### src/tspp_pkg.sv
package tspp_pkg;

  // data and address widths
  typedef logic [31:0] word_t;
  typedef logic [31:0] addr_t;
  typedef logic [4:0]  regidx_t;
  typedef logic [6:0]  opcode_t;

  // major opcodes of the supported subset
  localparam opcode_t OP_IMM    = 7'b0010011;
  localparam opcode_t OP_REG    = 7'b0110011;
  localparam opcode_t OP_LUI    = 7'b0110111;
  localparam opcode_t OP_BRANCH = 7'b1100011;
  localparam opcode_t OP_JAL    = 7'b1101111;
  localparam opcode_t OP_JALR   = 7'b1100111;

  // funct3 / funct7 codes that execute decodes
  localparam logic [2:0] F3_ADD = 3'b000;
  localparam logic [2:0] F3_BEQ = 3'b000;
  localparam logic [2:0] F3_BNE = 3'b001;
  localparam logic [2:0] F3_BLT = 3'b100;
  localparam logic [6:0] F7_ADD = 7'b0000000;
  localparam logic [6:0] F7_SUB = 7'b0100000;

  // first fetch address out of reset
  localparam addr_t RESET_PC = 32'h0000_0200;
  // handler entry for misaligned fetches
  localparam addr_t TRAP_PC = 32'h0000_0100;
  // addi x0, x0, 0
  localparam word_t NOP_INSTR = 32'h0000_0013;

  // fetch/execute register, all zero means empty slot
  typedef struct packed {
    logic  token;
    addr_t pc;
    addr_t pc4;
    word_t instr;
    logic  prediction;
    addr_t pred_target;
    logic  mal_insn;
  } fetch_ex_t;

  // one record per completed instruction
  typedef struct packed {
    logic    valid;
    addr_t   pc;
    word_t   instr;
    regidx_t rd;
    word_t   rd_data;
    logic    trap;
  } retire_t;

  // outcome of a resolved branch or jump
  typedef struct packed {
    logic  valid;
    addr_t pc;
    logic  taken;
    addr_t target;
  } bp_update_t;

endpackage
### src/tspp_core.sv
`timescale 1ns/10ps

module tspp_core (
  input  logic              CLK,
  input  logic              nRST,
  // instruction bus, ren/busy handshake
  output tspp_pkg::addr_t   ibus_addr,
  output logic              ibus_ren,
  input  tspp_pkg::word_t   ibus_rdata,
  input  logic              ibus_busy,
  // one record per completed instruction
  output tspp_pkg::retire_t retire
);
  import tspp_pkg::*;

  // hazard unit to fetch
  logic pc_en;
  logic npc_sel;
  logic insert_priv_pc;
  logic if_ex_flush;
  logic iren;
  logic i_mem_busy;

  // execute to hazard unit and fetch
  logic  redirect;
  logic  trap;
  addr_t brj_addr;

  // predictor paths
  logic       predict_taken;
  addr_t      target_addr;
  addr_t      current_pc;
  bp_update_t bp_update;

  fetch_ex_t fetch_ex;

  tspp_branch_predictor #(
    .BTB_ENTRIES (16)
  ) i_predictor (
    .CLK           (CLK),
    .nRST          (nRST),
    .current_pc    (current_pc),
    .update        (bp_update),
    .predict_taken (predict_taken),
    .target_addr   (target_addr)
  );

  tspp_fetch_stage i_fetch (
    .CLK            (CLK),
    .nRST           (nRST),
    .pc_en          (pc_en),
    .npc_sel        (npc_sel),
    .insert_priv_pc (insert_priv_pc),
    .if_ex_flush    (if_ex_flush),
    .iren           (iren),
    .brj_addr       (brj_addr),
    .predict_taken  (predict_taken),
    .target_addr    (target_addr),
    .current_pc     (current_pc),
    .ibus_addr      (ibus_addr),
    .ibus_ren       (ibus_ren),
    .ibus_rdata     (ibus_rdata),
    .ibus_busy      (ibus_busy),
    .i_mem_busy     (i_mem_busy),
    .fetch_ex       (fetch_ex)
  );

  tspp_hazard_unit i_hazard (
    .CLK            (CLK),
    .nRST           (nRST),
    .i_mem_busy     (i_mem_busy),
    .redirect       (redirect),
    .trap           (trap),
    .pc_en          (pc_en),
    .npc_sel        (npc_sel),
    .insert_priv_pc (insert_priv_pc),
    .if_ex_flush    (if_ex_flush),
    .iren           (iren)
  );

  tspp_execute_stage i_execute (
    .CLK       (CLK),
    .nRST      (nRST),
    .fetch_ex  (fetch_ex),
    .redirect  (redirect),
    .trap      (trap),
    .brj_addr  (brj_addr),
    .bp_update (bp_update),
    .retire    (retire)
  );

endmodule

### src/tspp_execute_stage.sv
`timescale 1ns/10ps

module tspp_execute_stage (
  input  logic                 CLK,
  input  logic                 nRST,
  input  tspp_pkg::fetch_ex_t  fetch_ex,
  output logic                 redirect,
  output logic                 trap,
  output tspp_pkg::addr_t      brj_addr,
  output tspp_pkg::bp_update_t bp_update,
  output tspp_pkg::retire_t    retire
);
  import tspp_pkg::*;

  // decoded fields
  opcode_t    opcode;
  regidx_t    rd;
  regidx_t    rs1;
  regidx_t    rs2;
  logic [2:0] funct3;
  logic [6:0] funct7;
  word_t      imm_i;
  word_t      imm_u;
  word_t      imm_b;
  word_t      imm_j;

  word_t   regs [32];
  word_t   rs1_data;
  word_t   rs2_data;
  logic    live;
  logic    wen;
  word_t   result;
  logic    is_ctrl;
  logic    taken;
  addr_t   ctrl_target;
  addr_t   actual_npc;
  addr_t   pred_npc;
  retire_t retire_next;

  assign opcode = fetch_ex.instr[6:0];
  assign rd     = fetch_ex.instr[11:7];
  assign funct3 = fetch_ex.instr[14:12];
  assign rs1    = fetch_ex.instr[19:15];
  assign rs2    = fetch_ex.instr[24:20];
  assign funct7 = fetch_ex.instr[31:25];

  assign imm_i = {{20{fetch_ex.instr[31]}}, fetch_ex.instr[31:20]};
  assign imm_u = {fetch_ex.instr[31:12], 12'b0};
  assign imm_b = {{19{fetch_ex.instr[31]}}, fetch_ex.instr[31], fetch_ex.instr[7],
                  fetch_ex.instr[30:25], fetch_ex.instr[11:8], 1'b0};
  assign imm_j = {{11{fetch_ex.instr[31]}}, fetch_ex.instr[31], fetch_ex.instr[19:12],
                  fetch_ex.instr[20], fetch_ex.instr[30:21], 1'b0};

  // x0 reads as zero regardless of array content
  assign rs1_data = (rs1 == '0) ? '0 : regs[rs1];
  assign rs2_data = (rs2 == '0) ? '0 : regs[rs2];

  // faulted tokens do no work, they only trap
  assign live = fetch_ex.token & ~fetch_ex.mal_insn;

  always_comb begin
    wen         = 1'b0;
    result      = '0;
    is_ctrl     = 1'b0;
    taken       = 1'b0;
    ctrl_target = fetch_ex.pc4;
    case (opcode)
      OP_IMM: begin
        if (funct3 == F3_ADD) begin
          wen    = 1'b1;
          result = rs1_data + imm_i;
        end
      end
      OP_REG: begin
        if (funct3 == F3_ADD && funct7 == F7_ADD) begin
          wen    = 1'b1;
          result = rs1_data + rs2_data;
        end else if (funct3 == F3_ADD && funct7 == F7_SUB) begin
          wen    = 1'b1;
          result = rs1_data - rs2_data;
        end
      end
      OP_LUI: begin
        wen    = 1'b1;
        result = imm_u;
      end
      OP_BRANCH: begin
        ctrl_target = fetch_ex.pc + imm_b;
        case (funct3)
          F3_BEQ: begin
            is_ctrl = 1'b1;
            taken   = (rs1_data == rs2_data);
          end
          F3_BNE: begin
            is_ctrl = 1'b1;
            taken   = (rs1_data != rs2_data);
          end
          F3_BLT: begin
            is_ctrl = 1'b1;
            taken   = ($signed(rs1_data) < $signed(rs2_data));
          end
          default: ;
        endcase
      end
      OP_JAL: begin
        is_ctrl     = 1'b1;
        taken       = 1'b1;
        ctrl_target = fetch_ex.pc + imm_j;
        wen         = 1'b1;
        result      = fetch_ex.pc4;
      end
      OP_JALR: begin
        if (funct3 == 3'b000) begin
          is_ctrl = 1'b1;
          taken   = 1'b1;
          // bit 0 cleared, bit 1 may still fault at the target
          ctrl_target = (rs1_data + imm_i) & ~32'd1;
          wen         = 1'b1;
          result      = fetch_ex.pc4;
        end
      end
      default: ;
    endcase
    // nothing happens for bubbles and faulted slots
    if (!live) begin
      wen     = 1'b0;
      is_ctrl = 1'b0;
      taken   = 1'b0;
    end
    // writes to x0 are dropped
    if (rd == '0) begin
      wen = 1'b0;
    end
  end

  // next pc as resolved vs. as fetch guessed it
  assign actual_npc = taken ? ctrl_target : fetch_ex.pc4;
  assign pred_npc   = fetch_ex.prediction ? fetch_ex.pred_target : fetch_ex.pc4;

  assign redirect = live & (actual_npc != pred_npc);
  assign trap     = fetch_ex.token & fetch_ex.mal_insn;
  assign brj_addr = actual_npc;

  // train the predictor with every resolved control transfer
  assign bp_update.valid  = is_ctrl;
  assign bp_update.pc     = fetch_ex.pc;
  assign bp_update.taken  = taken;
  assign bp_update.target = ctrl_target;

  always_ff @(posedge CLK, negedge nRST) begin
    if (!nRST) begin
      for (int i = 0; i < 32; i++) begin
        regs[i] <= '0;
      end
    end else if (wen) begin
      regs[rd] <= result;
    end
  end

  // rd and data read as zero when nothing is written
  always_comb begin
    retire_next.valid   = fetch_ex.token;
    retire_next.pc      = fetch_ex.pc;
    retire_next.instr   = fetch_ex.instr;
    retire_next.rd      = wen ? rd : '0;
    retire_next.rd_data = wen ? result : '0;
    retire_next.trap    = trap;
  end

  always_ff @(posedge CLK, negedge nRST) begin
    if (!nRST) begin
      retire <= '0;
    end else begin
      retire <= retire_next;
    end
  end

endmodule

### src/tspp_hazard_unit.sv
`timescale 1ns/10ps

module tspp_hazard_unit (
  input  logic CLK,
  input  logic nRST,
  // status from fetch and execute
  input  logic i_mem_busy,
  input  logic redirect,
  input  logic trap,
  // fetch control
  output logic pc_en,
  output logic npc_sel,
  output logic insert_priv_pc,
  output logic if_ex_flush,
  output logic iren
);

  logic iren_q;

  // fetching starts one edge after reset goes away
  always_ff @(posedge CLK, negedge nRST) begin
    if (!nRST) begin
      iren_q <= 1'b0;
    end else begin
      iren_q <= 1'b1;
    end
  end

  assign iren = iren_q;

  // trap wins over a mispredict in the same slot
  assign insert_priv_pc = trap;
  assign npc_sel        = redirect & ~trap;

  // the one younger slot is dropped on either event
  assign if_ex_flush = redirect | trap;

  // pc moves on a delivered word or on any redirect
  // a redirect while busy abandons the pending request
  assign pc_en = trap | redirect | (iren_q & ~i_mem_busy);

endmodule

### src/tspp_fetch_stage.sv
`timescale 1ns/10ps

module tspp_fetch_stage (
  input  logic                CLK,
  input  logic                nRST,
  // control from the hazard unit
  input  logic                pc_en,
  input  logic                npc_sel,
  input  logic                insert_priv_pc,
  input  logic                if_ex_flush,
  input  logic                iren,
  // resolved target from execute
  input  tspp_pkg::addr_t     brj_addr,
  // predictor lookup
  input  logic                predict_taken,
  input  tspp_pkg::addr_t     target_addr,
  output tspp_pkg::addr_t     current_pc,
  // instruction bus
  output tspp_pkg::addr_t     ibus_addr,
  output logic                ibus_ren,
  input  tspp_pkg::word_t     ibus_rdata,
  input  logic                ibus_busy,
  output logic                i_mem_busy,
  output tspp_pkg::fetch_ex_t fetch_ex
);
  import tspp_pkg::*;

  addr_t     pc;
  addr_t     pc4;
  addr_t     npc;
  logic      fetch_done;
  logic      mal_addr;
  fetch_ex_t fetch_rec;

  always_ff @(posedge CLK, negedge nRST) begin
    if (!nRST) begin
      pc <= RESET_PC;
    end else if (pc_en) begin
      pc <= npc;
    end
  end

  assign pc4 = pc + 32'd4;

  // trap, then execute redirect, then prediction, then sequential
  always_comb begin
    if (insert_priv_pc) begin
      npc = TRAP_PC;
    end else if (npc_sel) begin
      npc = brj_addr;
    end else if (predict_taken) begin
      npc = target_addr;
    end else begin
      npc = pc4;
    end
  end

  assign current_pc = pc;

  // bus drive, read only
  assign ibus_addr  = pc;
  assign ibus_ren   = iren;
  assign i_mem_busy = ibus_busy;

  // word arrives when ren is up and memory is not waiting
  assign fetch_done = ibus_ren & ~ibus_busy;
  // low two pc bits set means the fetch faults in execute
  assign mal_addr   = (pc[1:0] != 2'b00);

  always_comb begin
    fetch_rec.token       = 1'b1;
    fetch_rec.pc          = pc;
    fetch_rec.pc4         = pc4;
    fetch_rec.instr       = ibus_rdata;
    fetch_rec.prediction  = predict_taken;
    fetch_rec.pred_target = target_addr;
    fetch_rec.mal_insn    = mal_addr;
  end

  // flush or wait both leave an empty slot
  always_ff @(posedge CLK, negedge nRST) begin
    if (!nRST) begin
      fetch_ex <= '0;
    end else if (if_ex_flush || !fetch_done) begin
      fetch_ex <= '0;
    end else begin
      fetch_ex <= fetch_rec;
    end
  end

endmodule

### src/tspp_branch_predictor.sv
`timescale 1ns/10ps

module tspp_branch_predictor #(
  parameter int BTB_ENTRIES = 16
) (
  input  logic                 CLK,
  input  logic                 nRST,
  input  tspp_pkg::addr_t      current_pc,
  input  tspp_pkg::bp_update_t update,
  output logic                 predict_taken,
  output tspp_pkg::addr_t      target_addr
);
  import tspp_pkg::*;

  // index from word address bits, tag is the rest above
  localparam int IDX_W = $clog2(BTB_ENTRIES);
  localparam int TAG_W = 32 - IDX_W - 2;

  typedef struct packed {
    logic [TAG_W-1:0] tag;
    addr_t            target;
    logic [1:0]       cnt;
  } btb_entry_t;

  logic [BTB_ENTRIES-1:0] valid;
  btb_entry_t             btb [BTB_ENTRIES];

  logic [IDX_W-1:0] rd_idx;
  logic [TAG_W-1:0] rd_tag;
  btb_entry_t       rd_entry;
  logic [IDX_W-1:0] wr_idx;
  logic [TAG_W-1:0] wr_tag;
  btb_entry_t       wr_entry;
  btb_entry_t       wr_next;
  logic             wr_hit;
  logic             wr_en;

  // lookup port, purely combinational from the fetch pc
  assign rd_idx        = current_pc[IDX_W+1:2];
  assign rd_tag        = current_pc[31:IDX_W+2];
  assign rd_entry      = btb[rd_idx];
  // taken only on tag hit with a counter in the upper half
  assign predict_taken = valid[rd_idx] && (rd_entry.tag == rd_tag) && rd_entry.cnt[1];
  assign target_addr   = rd_entry.target;

  // update port from execute
  assign wr_idx   = update.pc[IDX_W+1:2];
  assign wr_tag   = update.pc[31:IDX_W+2];
  assign wr_entry = btb[wr_idx];
  assign wr_hit   = valid[wr_idx] && (wr_entry.tag == wr_tag);

  always_comb begin
    wr_next = wr_entry;
    wr_en   = 1'b0;
    if (update.valid) begin
      if (wr_hit) begin
        wr_en = 1'b1;
        if (update.taken) begin
          wr_next.target = update.target;
          // saturate at strongly taken
          if (wr_entry.cnt != 2'b11) begin
            wr_next.cnt = wr_entry.cnt + 2'd1;
          end
        end else if (wr_entry.cnt != 2'b00) begin
          wr_next.cnt = wr_entry.cnt - 2'd1;
        end
      end else if (update.taken) begin
        // allocate on first taken, weakly taken
        wr_en          = 1'b1;
        wr_next.tag    = wr_tag;
        wr_next.target = update.target;
        wr_next.cnt    = 2'b10;
      end
    end
  end

  always_ff @(posedge CLK, negedge nRST) begin
    if (!nRST) begin
      valid <= '0;
    end else if (wr_en) begin
      valid[wr_idx] <= 1'b1;
    end
  end

  always_ff @(posedge CLK) begin
    if (wr_en) begin
      btb[wr_idx] <= wr_next;
    end
  end

endmodule

### config.mk
export PLATFORM = sky130hd
export DESIGN_NAME = tspp_core
export DESIGN_NICKNAME = d
export VERILOG_FILES = /design/src/tspp_pkg.sv /design/src/tspp_core.sv /design/src/tspp_execute_stage.sv /design/src/tspp_hazard_unit.sv /design/src/tspp_fetch_stage.sv /design/src/tspp_branch_predictor.sv
export SDC_FILE = /design/constraint.sdc
export NUM_CORES = 2
export LEC_CHECK = 0
export CORE_ASPECT_RATIO = 1.1
export CORE_MARGIN = 10
export CORE_UTILIZATION = 55
export CTS_CLUSTER_SIZE = 24
export DETAILED_ROUTE_END_ITERATION = 10
export DONT_BUFFER_PORTS = 1
export PLACE_DENSITY = 0.79
export SLEW_MARGIN = 10
export SYNTH_ARGS = -nofsm -noshare
export SYNTH_HDL_FRONTEND = slang
export SYNTH_SLANG_ARGS = --single-unit
### constraint.sdc
create_clock -name CLK -period 19.92 [get_ports CLK]
set_input_delay 1.992 -clock CLK [delete_from_list [all_inputs] [get_ports CLK]]
set_output_delay 1.992 -clock CLK [all_outputs]
set_load 0.02 [all_outputs]
---- After elaboration in Yosys (flattened, before gate mapping) ----
Memory sizes are Yosys's and may differ from the RTL's.
Cells that the tools add are included.
storage, ports and cells
  bits in registers ....................... 1,307
  memory bits (writable) .................. 960
  input port bits ......................... 35
  output and inout bits ................... 136
  word-level logic and storage cells ...... 170
  memories ................................ 1
memory list
  memory           words  bits a word  read ports  clocked after memory_dff  wr ports  RTL line                     text
  i_predictor.btb  16     60           2           0                         1         tspp_branch_predictor.sv:26  btb_entry_t btb [BTB_ENTRIES];
operators by class
  $add $sub $neg .......................... 8
  magnitude comparators ................... 8
  equality and inequality tests ........... 15
  muxes and demuxes ....................... 57
  bitwise operators ....................... 14
  reductions and logical operators ........ 19
operator list
  operator                                                          count
  1024-bit bitwise mux                                              1
  32-bit two-way mux                                                19
  32-bit binary-select mux with 5-bit select                        2
  32-bit demux with 5-bit select                                    1
  32-bit one-hot mux with 5 select lines                            1
  131-bit two-way mux                                               1
  32-bit adder                                                      4
  60-bit two-way mux                                                2
  32-bit one-hot mux with 3 select lines                            1
  32-bit != test                                                    2
  26-bit == test                                                    2
  34-bit two-way mux                                                1
  32-bit by 3-bit adder with 32-bit output (second input constant)  1
  32-bit == test                                                    1
  32-bit < comparator                                               1
  32-bit subtractor                                                 1
  26-bit two-way mux                                                1
  7-bit by 6-bit == test with 1-bit output (second input constant)  3
  7-bit == test (second input constant)                             3
  6-bit greater-or-equal comparator (second input constant)         3
  5-bit inverter with 6-bit output                                  3
  1-bit two-way mux                                                 16
  16-bit bitwise OR                                                 1
  5-bit zero test                                                   3
  other kinds (25)                                                  47

---- Depth between registers and ports, before layout ----
  word-level depth ........................ 15
  mapped depth ............................ 38
  gate-level depth less buffers ........... 27

---- Modules after synthesis ----
A second synthesis with hierarchy kept.
unflattened totals
  cells, all modules ...................... 9,117
  area, all modules ....................... 119,019.1 sq um
modules (own cells, without submodules)
  module                 instances  cells each  area each (sq um)  sequential area each (sq um)
  tspp_execute_stage     1          6,193       65,452.8           28,202.0
  tspp_branch_predictor  1          2,250       46,470.8           29,228.0
  tspp_fetch_stage       1          667         7,033.0            4,030.1
  tspp_hazard_unit       1          7           62.6               25.0

---- Least setup slack after synthesis ----
No wires, ideal clock.
  path kind ............................... reg-to-reg
  start point ............................. reg i_fetch.fetch_ex[49] (netlist name)
  end point ............................... reg i_predictor.valid[1]
  setup time .............................. 0.090 ns
  arrival time ............................ 11.322 ns
  data required time ...................... 19.830 ns
  setup slack ............................. 8.508 ns
  stages on the path, launching flop included .. 27
  buffers on the path ..................... 9
  clock period less this slack ............ 11.412 ns
  cell sequence ........................... dfrtp_1 buf_4 buf_8 buf_8 buf_4 buf_1 clkbuf_1 clkbuf_1 buf_1 mux4_2 mux4_2 mux2i_1 nor2_1 ha_1 clkbuf_1 nand4_1 or3_1 nor4_1 a31oi_1 o32ai_2 nor4_1 o31a_1 a21oi_1 nor2b_1 nand2_1 nor3_1 or2_2
between the ends
  word-level cells in the longest chain between the ends .. 12
  elaborated cells on any way between the ends .. 15
  those cells by class .................... order compare: 1; eq/ne: 2; mux: 10; bitwise: 1; reduce/logical: 1
RTL lines
  what                                                    RTL line                     text
  5-bit inverter with 6-bit output (not written as such)  tspp_execute_stage.sv:55     assign rs1_data = (rs1 == '0) ? '0 : regs[rs1];
  32-bit binary-select mux with 5-bit select              tspp_execute_stage.sv:55
  32-bit two-way mux (not written as such) (2 in a row)   tspp_execute_stage.sv:55
  32-bit two-way mux (*)                                  tspp_execute_stage.sv:55
  32-bit < comparator, or another cell as far along       tspp_execute_stage.sv:100    taken = ($signed(rs1_data) < $signed(rs2_data));
  1-bit one-hot mux with 3 select lines (*)               tspp_execute_stage.sv:89     case (funct3)
  1-bit one-hot mux with 3 select lines (*)               tspp_execute_stage.sv:67     case (opcode)
  1-bit two-way mux (*)                                   tspp_execute_stage.sv:125    if (!live) begin
  1-bit two-way mux (*)                                   tspp_branch_predictor.sv:67  end else if (update.taken) begin
  1-bit two-way mux (*)                                   tspp_branch_predictor.sv:56  if (wr_hit) begin
  1-bit two-way mux (*)                                   tspp_branch_predictor.sv:55  if (update.valid) begin
  end signal: assignment                                  tspp_branch_predictor.sv:79  valid <= '0;
  end signal: indexed assignment                          tspp_branch_predictor.sv:81  valid[wr_idx] <= 1'b1;
  end: declaration                                        tspp_branch_predictor.sv:25  logic [BTB_ENTRIES-1:0] valid;
Every way passes the cells marked *; elsewhere a longest branch is shown, timed or not. The select of a mux whose other input is x is not followed.
A chain may end at the register's enable or synchronous reset.

---- Worst setup path after layout ----
  start point ............................. reg i_fetch.fetch_ex[50] (netlist name)
  end point ............................... reg i_fetch.fetch_ex[26] (netlist name)
between the ends
  word-level cells in the longest chain between the ends .. 15
  elaborated cells on any way between the ends .. 22
  those cells by class .................... add/sub: 2; order compare: 1; eq/ne: 3; mux: 11; bitwise: 3; reduce/logical: 2
RTL lines
  what                                                    RTL line                   text
  5-bit inverter with 6-bit output (not written as such)  tspp_execute_stage.sv:55
  32-bit binary-select mux with 5-bit select              tspp_execute_stage.sv:55
  32-bit two-way mux (not written as such) (2 in a row)   tspp_execute_stage.sv:55
  32-bit two-way mux                                      tspp_execute_stage.sv:55
  32-bit < comparator, or another cell as far along       tspp_execute_stage.sv:100
  1-bit one-hot mux with 3 select lines                   tspp_execute_stage.sv:89
  1-bit one-hot mux with 3 select lines                   tspp_execute_stage.sv:67
  1-bit two-way mux                                       tspp_execute_stage.sv:125
  32-bit two-way mux (*)                                  tspp_execute_stage.sv:137  assign actual_npc = taken ? ctrl_target : fetch_ex.pc4;
  32-bit != test (*)                                      tspp_execute_stage.sv:140  assign redirect = live & (actual_npc != pred_npc);
  1-bit bitwise AND (*)                                   tspp_execute_stage.sv:140
  1-bit bitwise OR (*)                                    tspp_hazard_unit.sv:36     assign if_ex_flush = redirect | trap;
  1-bit logical OR (*)                                    tspp_fetch_stage.sv:84     end else if (if_ex_flush || !fetch_done) begin
  131-bit two-way mux (*)                                 tspp_fetch_stage.sv:84
Marked as above.

==> PnR_summary.wiki <==
{| class="wikitable"
! Metric !! Value
|-
| Largest driver fanout on the critical path || 69
|-
| DRC viols || 0
|-
| Horizontal die dimension || 461 um
|-
| Area grow syn2layout || 9.08%
|-
| Endpoint required time on the critical path || 20.73 ns
|-
| Min Hold Slack || 0.390 ns
|-
| Endpoint type of the worst setup path || flip-flop
|-
| Power consumption || 12.1 mW
|-
| # port buffers || 0
|-
| Hold path cells || 0
|-
| Critical path launch point type || flip-flop
|-
| Register-to-register setup slack || 7.28 ns
|-
| Area share of the largest cell type after synthesis || 27.8%
|-
| Hold Crit Endpoint || i_execute.retire[68]
|-
| DIE HEIGHT || 505 um
|-
| Clock period minus final worst setup slack || 12.64 ns
|-
| Destination of the worst register-to-register timing path || i_fetch.fetch_ex[26]
|-
| Layout fillers || 15,200
|-
| Pins Over Slew Limit || 0
|-
| Row Count || 177
|-
| Number of setup violations in the final report || 0
|-
| Largest clock skew in the final design || 0.101 ns
|-
| Total leakage power || 48.2 nW
|-
| Post-route fraction of the period consumed by the critical path || 63.4%
|-
| Async set or reset register ratio after synthesis || 57.6%
|-
| First-pass iteration count of the detailed router || 9
|-
| Number of instances in the placed design || 11,300
|-
| Total of max-cap violations || 0
|-
| Post-Synthesis Net Count || 9,298
|-
| Largest net degree at the start of global routing || 245
|-
| Number of antenna violations at the first check in global routing || 21
|-
| I/O pin count || 171
|-
| Outcome || completed
|-
| Deepest clock path buffer count || 3
|-
| Tot GR Track Use || 33.2%
|-
| Core Area || 212,000 um^2
|-
| Setup repair after global routing missed its margin || false
|-
| Insertion delay of the later-clocked pin in the worst-skew pair || 0.95 ns
|-
| Data arrival, critical path || 13.45 ns
|-
| Synthesized area per cell || 12.9 um^2
|-
| R2r startpoint || i_fetch.fetch_ex[50]
|-
| Number of hold-slack violations in the final timing report || 0
|-
| Syn Std Cell Area || 117,000 um^2
|-
| Die ar. || 233,000 um^2
|-
| Placer congestion estimate || 0.981
|-
| Clock transition at the registers of the reported paths || 0.06 ns
|-
| Routed length per instance || 33.3 um
|-
| Vias in the first global route || 85,800
|-
| Type of the worst min-delay path || flip-flop to flip-flop
|-
| Dominant cell type by area after synthesis || sky130_fd_sc_hd__dfrtp_1
|-
| Number of warnings printed during yosys synthesis || 0
|-
| Summed negative setup slack over all endpoints || 0 ns
|-
| Starting DRC count in detailed routing || 12,500
|-
| Hold buffer count at CTS || 0
|-
| Syn Inst Count || 9,138
|-
| # H-tree levels || 4
|-
| Worst supply voltage drop on vdd || 0.000109 V
|-
| Count of placed standard cells in the final layout, fillers left out || 11,700
|-
| Total CTS buffers || 219
|-
| Final #Nets || 8,904
|-
| Effective utilization at floorplan || 55.4%
|-
| Post-synth EDFFs || 960
|-
| Sequential-to-total area share from yosys stat || 52.3%
|-
| Final worst-path setup slack || 7.28 ns
|-
| Post-DR vias/cell || 7.20
|-
| Synth Register Bits || 2,265
|-
| Areal power density over the cells || 94.1 nW/um^2
|-
| ANT nets after route || 0
|-
| Wirelength, routed || 391,000 um
|-
| Count of vias placed by the detailed router || 84,400
|-
| Biggest area contributors in the synthesized netlist || sky130_fd_sc_hd__dfrtp_1 (28%), sky130_fd_sc_hd__edfxtp_1 (25%), sky130_fd_sc_hd__mux4_2 (22%)
|-
| Predominant post-synthesis flop cell || sky130_fd_sc_hd__dfrtp_1
|-
| Normalized max-slew margin || 16.2%
|-
| Master cell of the clock root buffer || sky130_fd_sc_hd__clkbuf_16
|-
| Class of the most critical setup path || flip-flop to flip-flop
|-
| Hold path startpoint || i_fetch.fetch_ex[64]
|-
| Worst-case setup slack after placement || 7.75 ns
|-
| TritonCTS clock tree || done
|-
| Number of sinks handled by clock tree synthesis || 2,265
|-
| Measured slew at the worst slew-check pin || 1.24 ns
|-
| Achievable clock frequency || 0.0791 GHz
|-
| Buffer count from post-CTS setup fixing || 0
|-
| Sum of net half-perimeters after detailed placement || 236,000 um
|-
| Share of cells above drive strength 1 || 21.5%
|-
| Total global routing overflow || 0
|-
| First-pass GRT wire length || 573,000 um
|-
| Number of unique standard cell types used by synthesis || 108
|-
| Worst Reg-to-Reg Cells || 26
|-
| CTS-repair resized insts || 0
|}
[layer usage]
| metal | global-route usage (%) | vias to the layer above | wire length [um] |
|---|---|---|---|
| li1 | - | 33700 | - |
| met1 | 41.0 | 42300 | 128000 |
| met2 | 50.3 | 6622 | 178000 |
| met3 | 10.3 | 1743 | 52100 |
| met4 | 22.2 | 22 | 32500 |
| met5 | 0 | - | 167 |
[layout by cell type (no fill, tap or decap), drive strengths merged, types with 25 or more instances in the layout]
cell type / synthesis / routed
a21o: 68 / 68
a21oi: 1131 / 1131
a22oi: 36 / 36
a31oi: 30 / 30
and2: 113 / 113
and3: 34 / 34
buf: 161 / 197
bufinv: 0 / 35
clkbuf: 651 / 284
clkinv: 1 / 72
dfrtp: 1304 / 1304
edfxtp: 960 / 960
ha: 121 / 121
inv: 115 / 125
mux2: 36 / 36
mux2i: 106 / 106
mux4: 1148 / 1148
nand2: 681 / 681
nand2b: 38 / 38
nand3: 94 / 94
nand4: 37 / 37
nor2: 1147 / 1147
nor2b: 29 / 29
nor3: 63 / 63
o211ai: 31 / 31
o21ai: 350 / 350
o21bai: 25 / 25
o22a: 30 / 30
o31ai: 25 / 25
or2: 28 / 28
or3: 27 / 27
xnor2: 142 / 142
xor2: 50 / 50
[area by class of cell]
type	count	area (um^2)	share of cell area [%]
sequential	2265	61600	48.0
multi-input combinational	5945	52900	41.3
clock buffer	284	6120	4.78
tap	2774	3470	2.71
clock inverter	132	1930	1.50
timing repair buffer	197	1760	1.37
inverter	116	438	0.342
antenna	5	12.5	0.00976
[worst max-delay path: stages (launching register included)]
cell,delay [ns]
sky130_fd_sc_hd__dfrtp_4,0.92
sky130_fd_sc_hd__buf_4,0.89
sky130_fd_sc_hd__buf_4,0.81
sky130_fd_sc_hd__mux4_2,0.41
sky130_fd_sc_hd__mux4_2,0.52
sky130_fd_sc_hd__mux2i_1,0.37
sky130_fd_sc_hd__nor2_1,0.17
sky130_fd_sc_hd__ha_1,0.46
sky130_fd_sc_hd__nand4_1,0.17
sky130_fd_sc_hd__or3_1,0.45
sky130_fd_sc_hd__nor4_1,0.72
sky130_fd_sc_hd__a21oi_1,0.28
sky130_fd_sc_hd__o41a_1,0.72
sky130_fd_sc_hd__nor2_8,0.44
sky130_fd_sc_hd__buf_4,0.79
sky130_fd_sc_hd__a221oi_1,0.24
sky130_fd_sc_hd__o221a_1,0.28
sky130_fd_sc_hd__a21oi_1,0.11
sky130_fd_sc_hd__and4b_1,0.22
sky130_fd_sc_hd__o2111ai_1,0.15
sky130_fd_sc_hd__nor4_2,0.18
sky130_fd_sc_hd__a41o_2,0.22
sky130_fd_sc_hd__buf_4,0.54
sky130_fd_sc_hd__nand3_4,0.52
sky130_fd_sc_hd__inv_2,0.85
sky130_fd_sc_hd__buf_4,0.60
sky130_fd_sc_hd__and2_1,0.22
[Yosys cell counts (all sizes together) (25+ instances only)]
library cell  count
a21o             68
a21oi          1131
a22oi            36
a31oi            30
and2            113
and3             34
buf             161
clkbuf          651
dfrtp          1304
edfxtp          960
ha              121
inv             115
mux2             36
mux2i           106
mux4           1148
nand2           681
nand2b           38
nand3            94
nand4            37
nor2           1147
nor2b            29
nor3             63
o211ai           31
o21ai           350
o21bai           25
o22a             30
o31ai            25
or2              28
or3              27
xnor2           142
xor2             50
[registers in the layout, summed over array words and instances, names as in the netlist]
name                cells
i_execute.retire      103
i_predictor.btb       960
i_fetch.fetch_ex      129
i_predictor.valid      16
i_fetch.current_pc     32
i_execute.regs       1024
i_hazard.iren           1
[worst max path at each step]
stage,slack (ns),from,cells after the start,to
after floorplan,8.51,i_fetch.fetch_ex[49],26,i_predictor.valid[1]
after CTS,7.69,i_fetch.fetch_ex[50],29,i_fetch.fetch_ex[26]
after global placement,7.88,i_fetch.fetch_ex[50],29,i_fetch.fetch_ex[51]
final,7.28,i_fetch.fetch_ex[50],26,i_fetch.fetch_ex[26]
after global routing,6.92,i_fetch.fetch_ex[49],29,i_fetch.fetch_ex[22]
after detailed placement,7.75,i_fetch.fetch_ex[50],26,i_fetch.fetch_ex[57]
[power by group]
part,leakage [nW],internal [mW],total (mW),switching [mW]
logic,18.0,0.884,2.15,1.26
registers,26.3,5.06,5.32,0.263
clock network,3.89,2.65,4.58,1.94
total,48.2,8.59,12.1,3.46
[logic make-up (layout without fill, tap and decap cells)]
group / count (synthesis) / after routing / share of synthesized area (%)
AOI/OAI and AO/OA: 1978 / 1978 / 9.85
xor gates and xnor gates: 192 / 192 / 1.44
adders and majority gates: 132 / 132 / 1.42
buffers and inverters: 928 / 729 / 3.12
DFF: 2265 / 2265 / 52.3
muxes: 1290 / 1290 / 23.3
other: 1 / 6 / 0.00319
and+or+nand+nor: 2352 / 2352 / 8.57
[metrics by stage]
step / util (%) / area [um^2]
2_1_floorplan: - / 117000
3_3_place_gp: 56.6 / 120000
3_5_place_dp: 56.6 / 120000
4_1_cts: 60.4 / 128000
5_1_grt: 60.5 / 128000
6_report: 60.5 / 128000
Power figures use the tool's default switching activity.
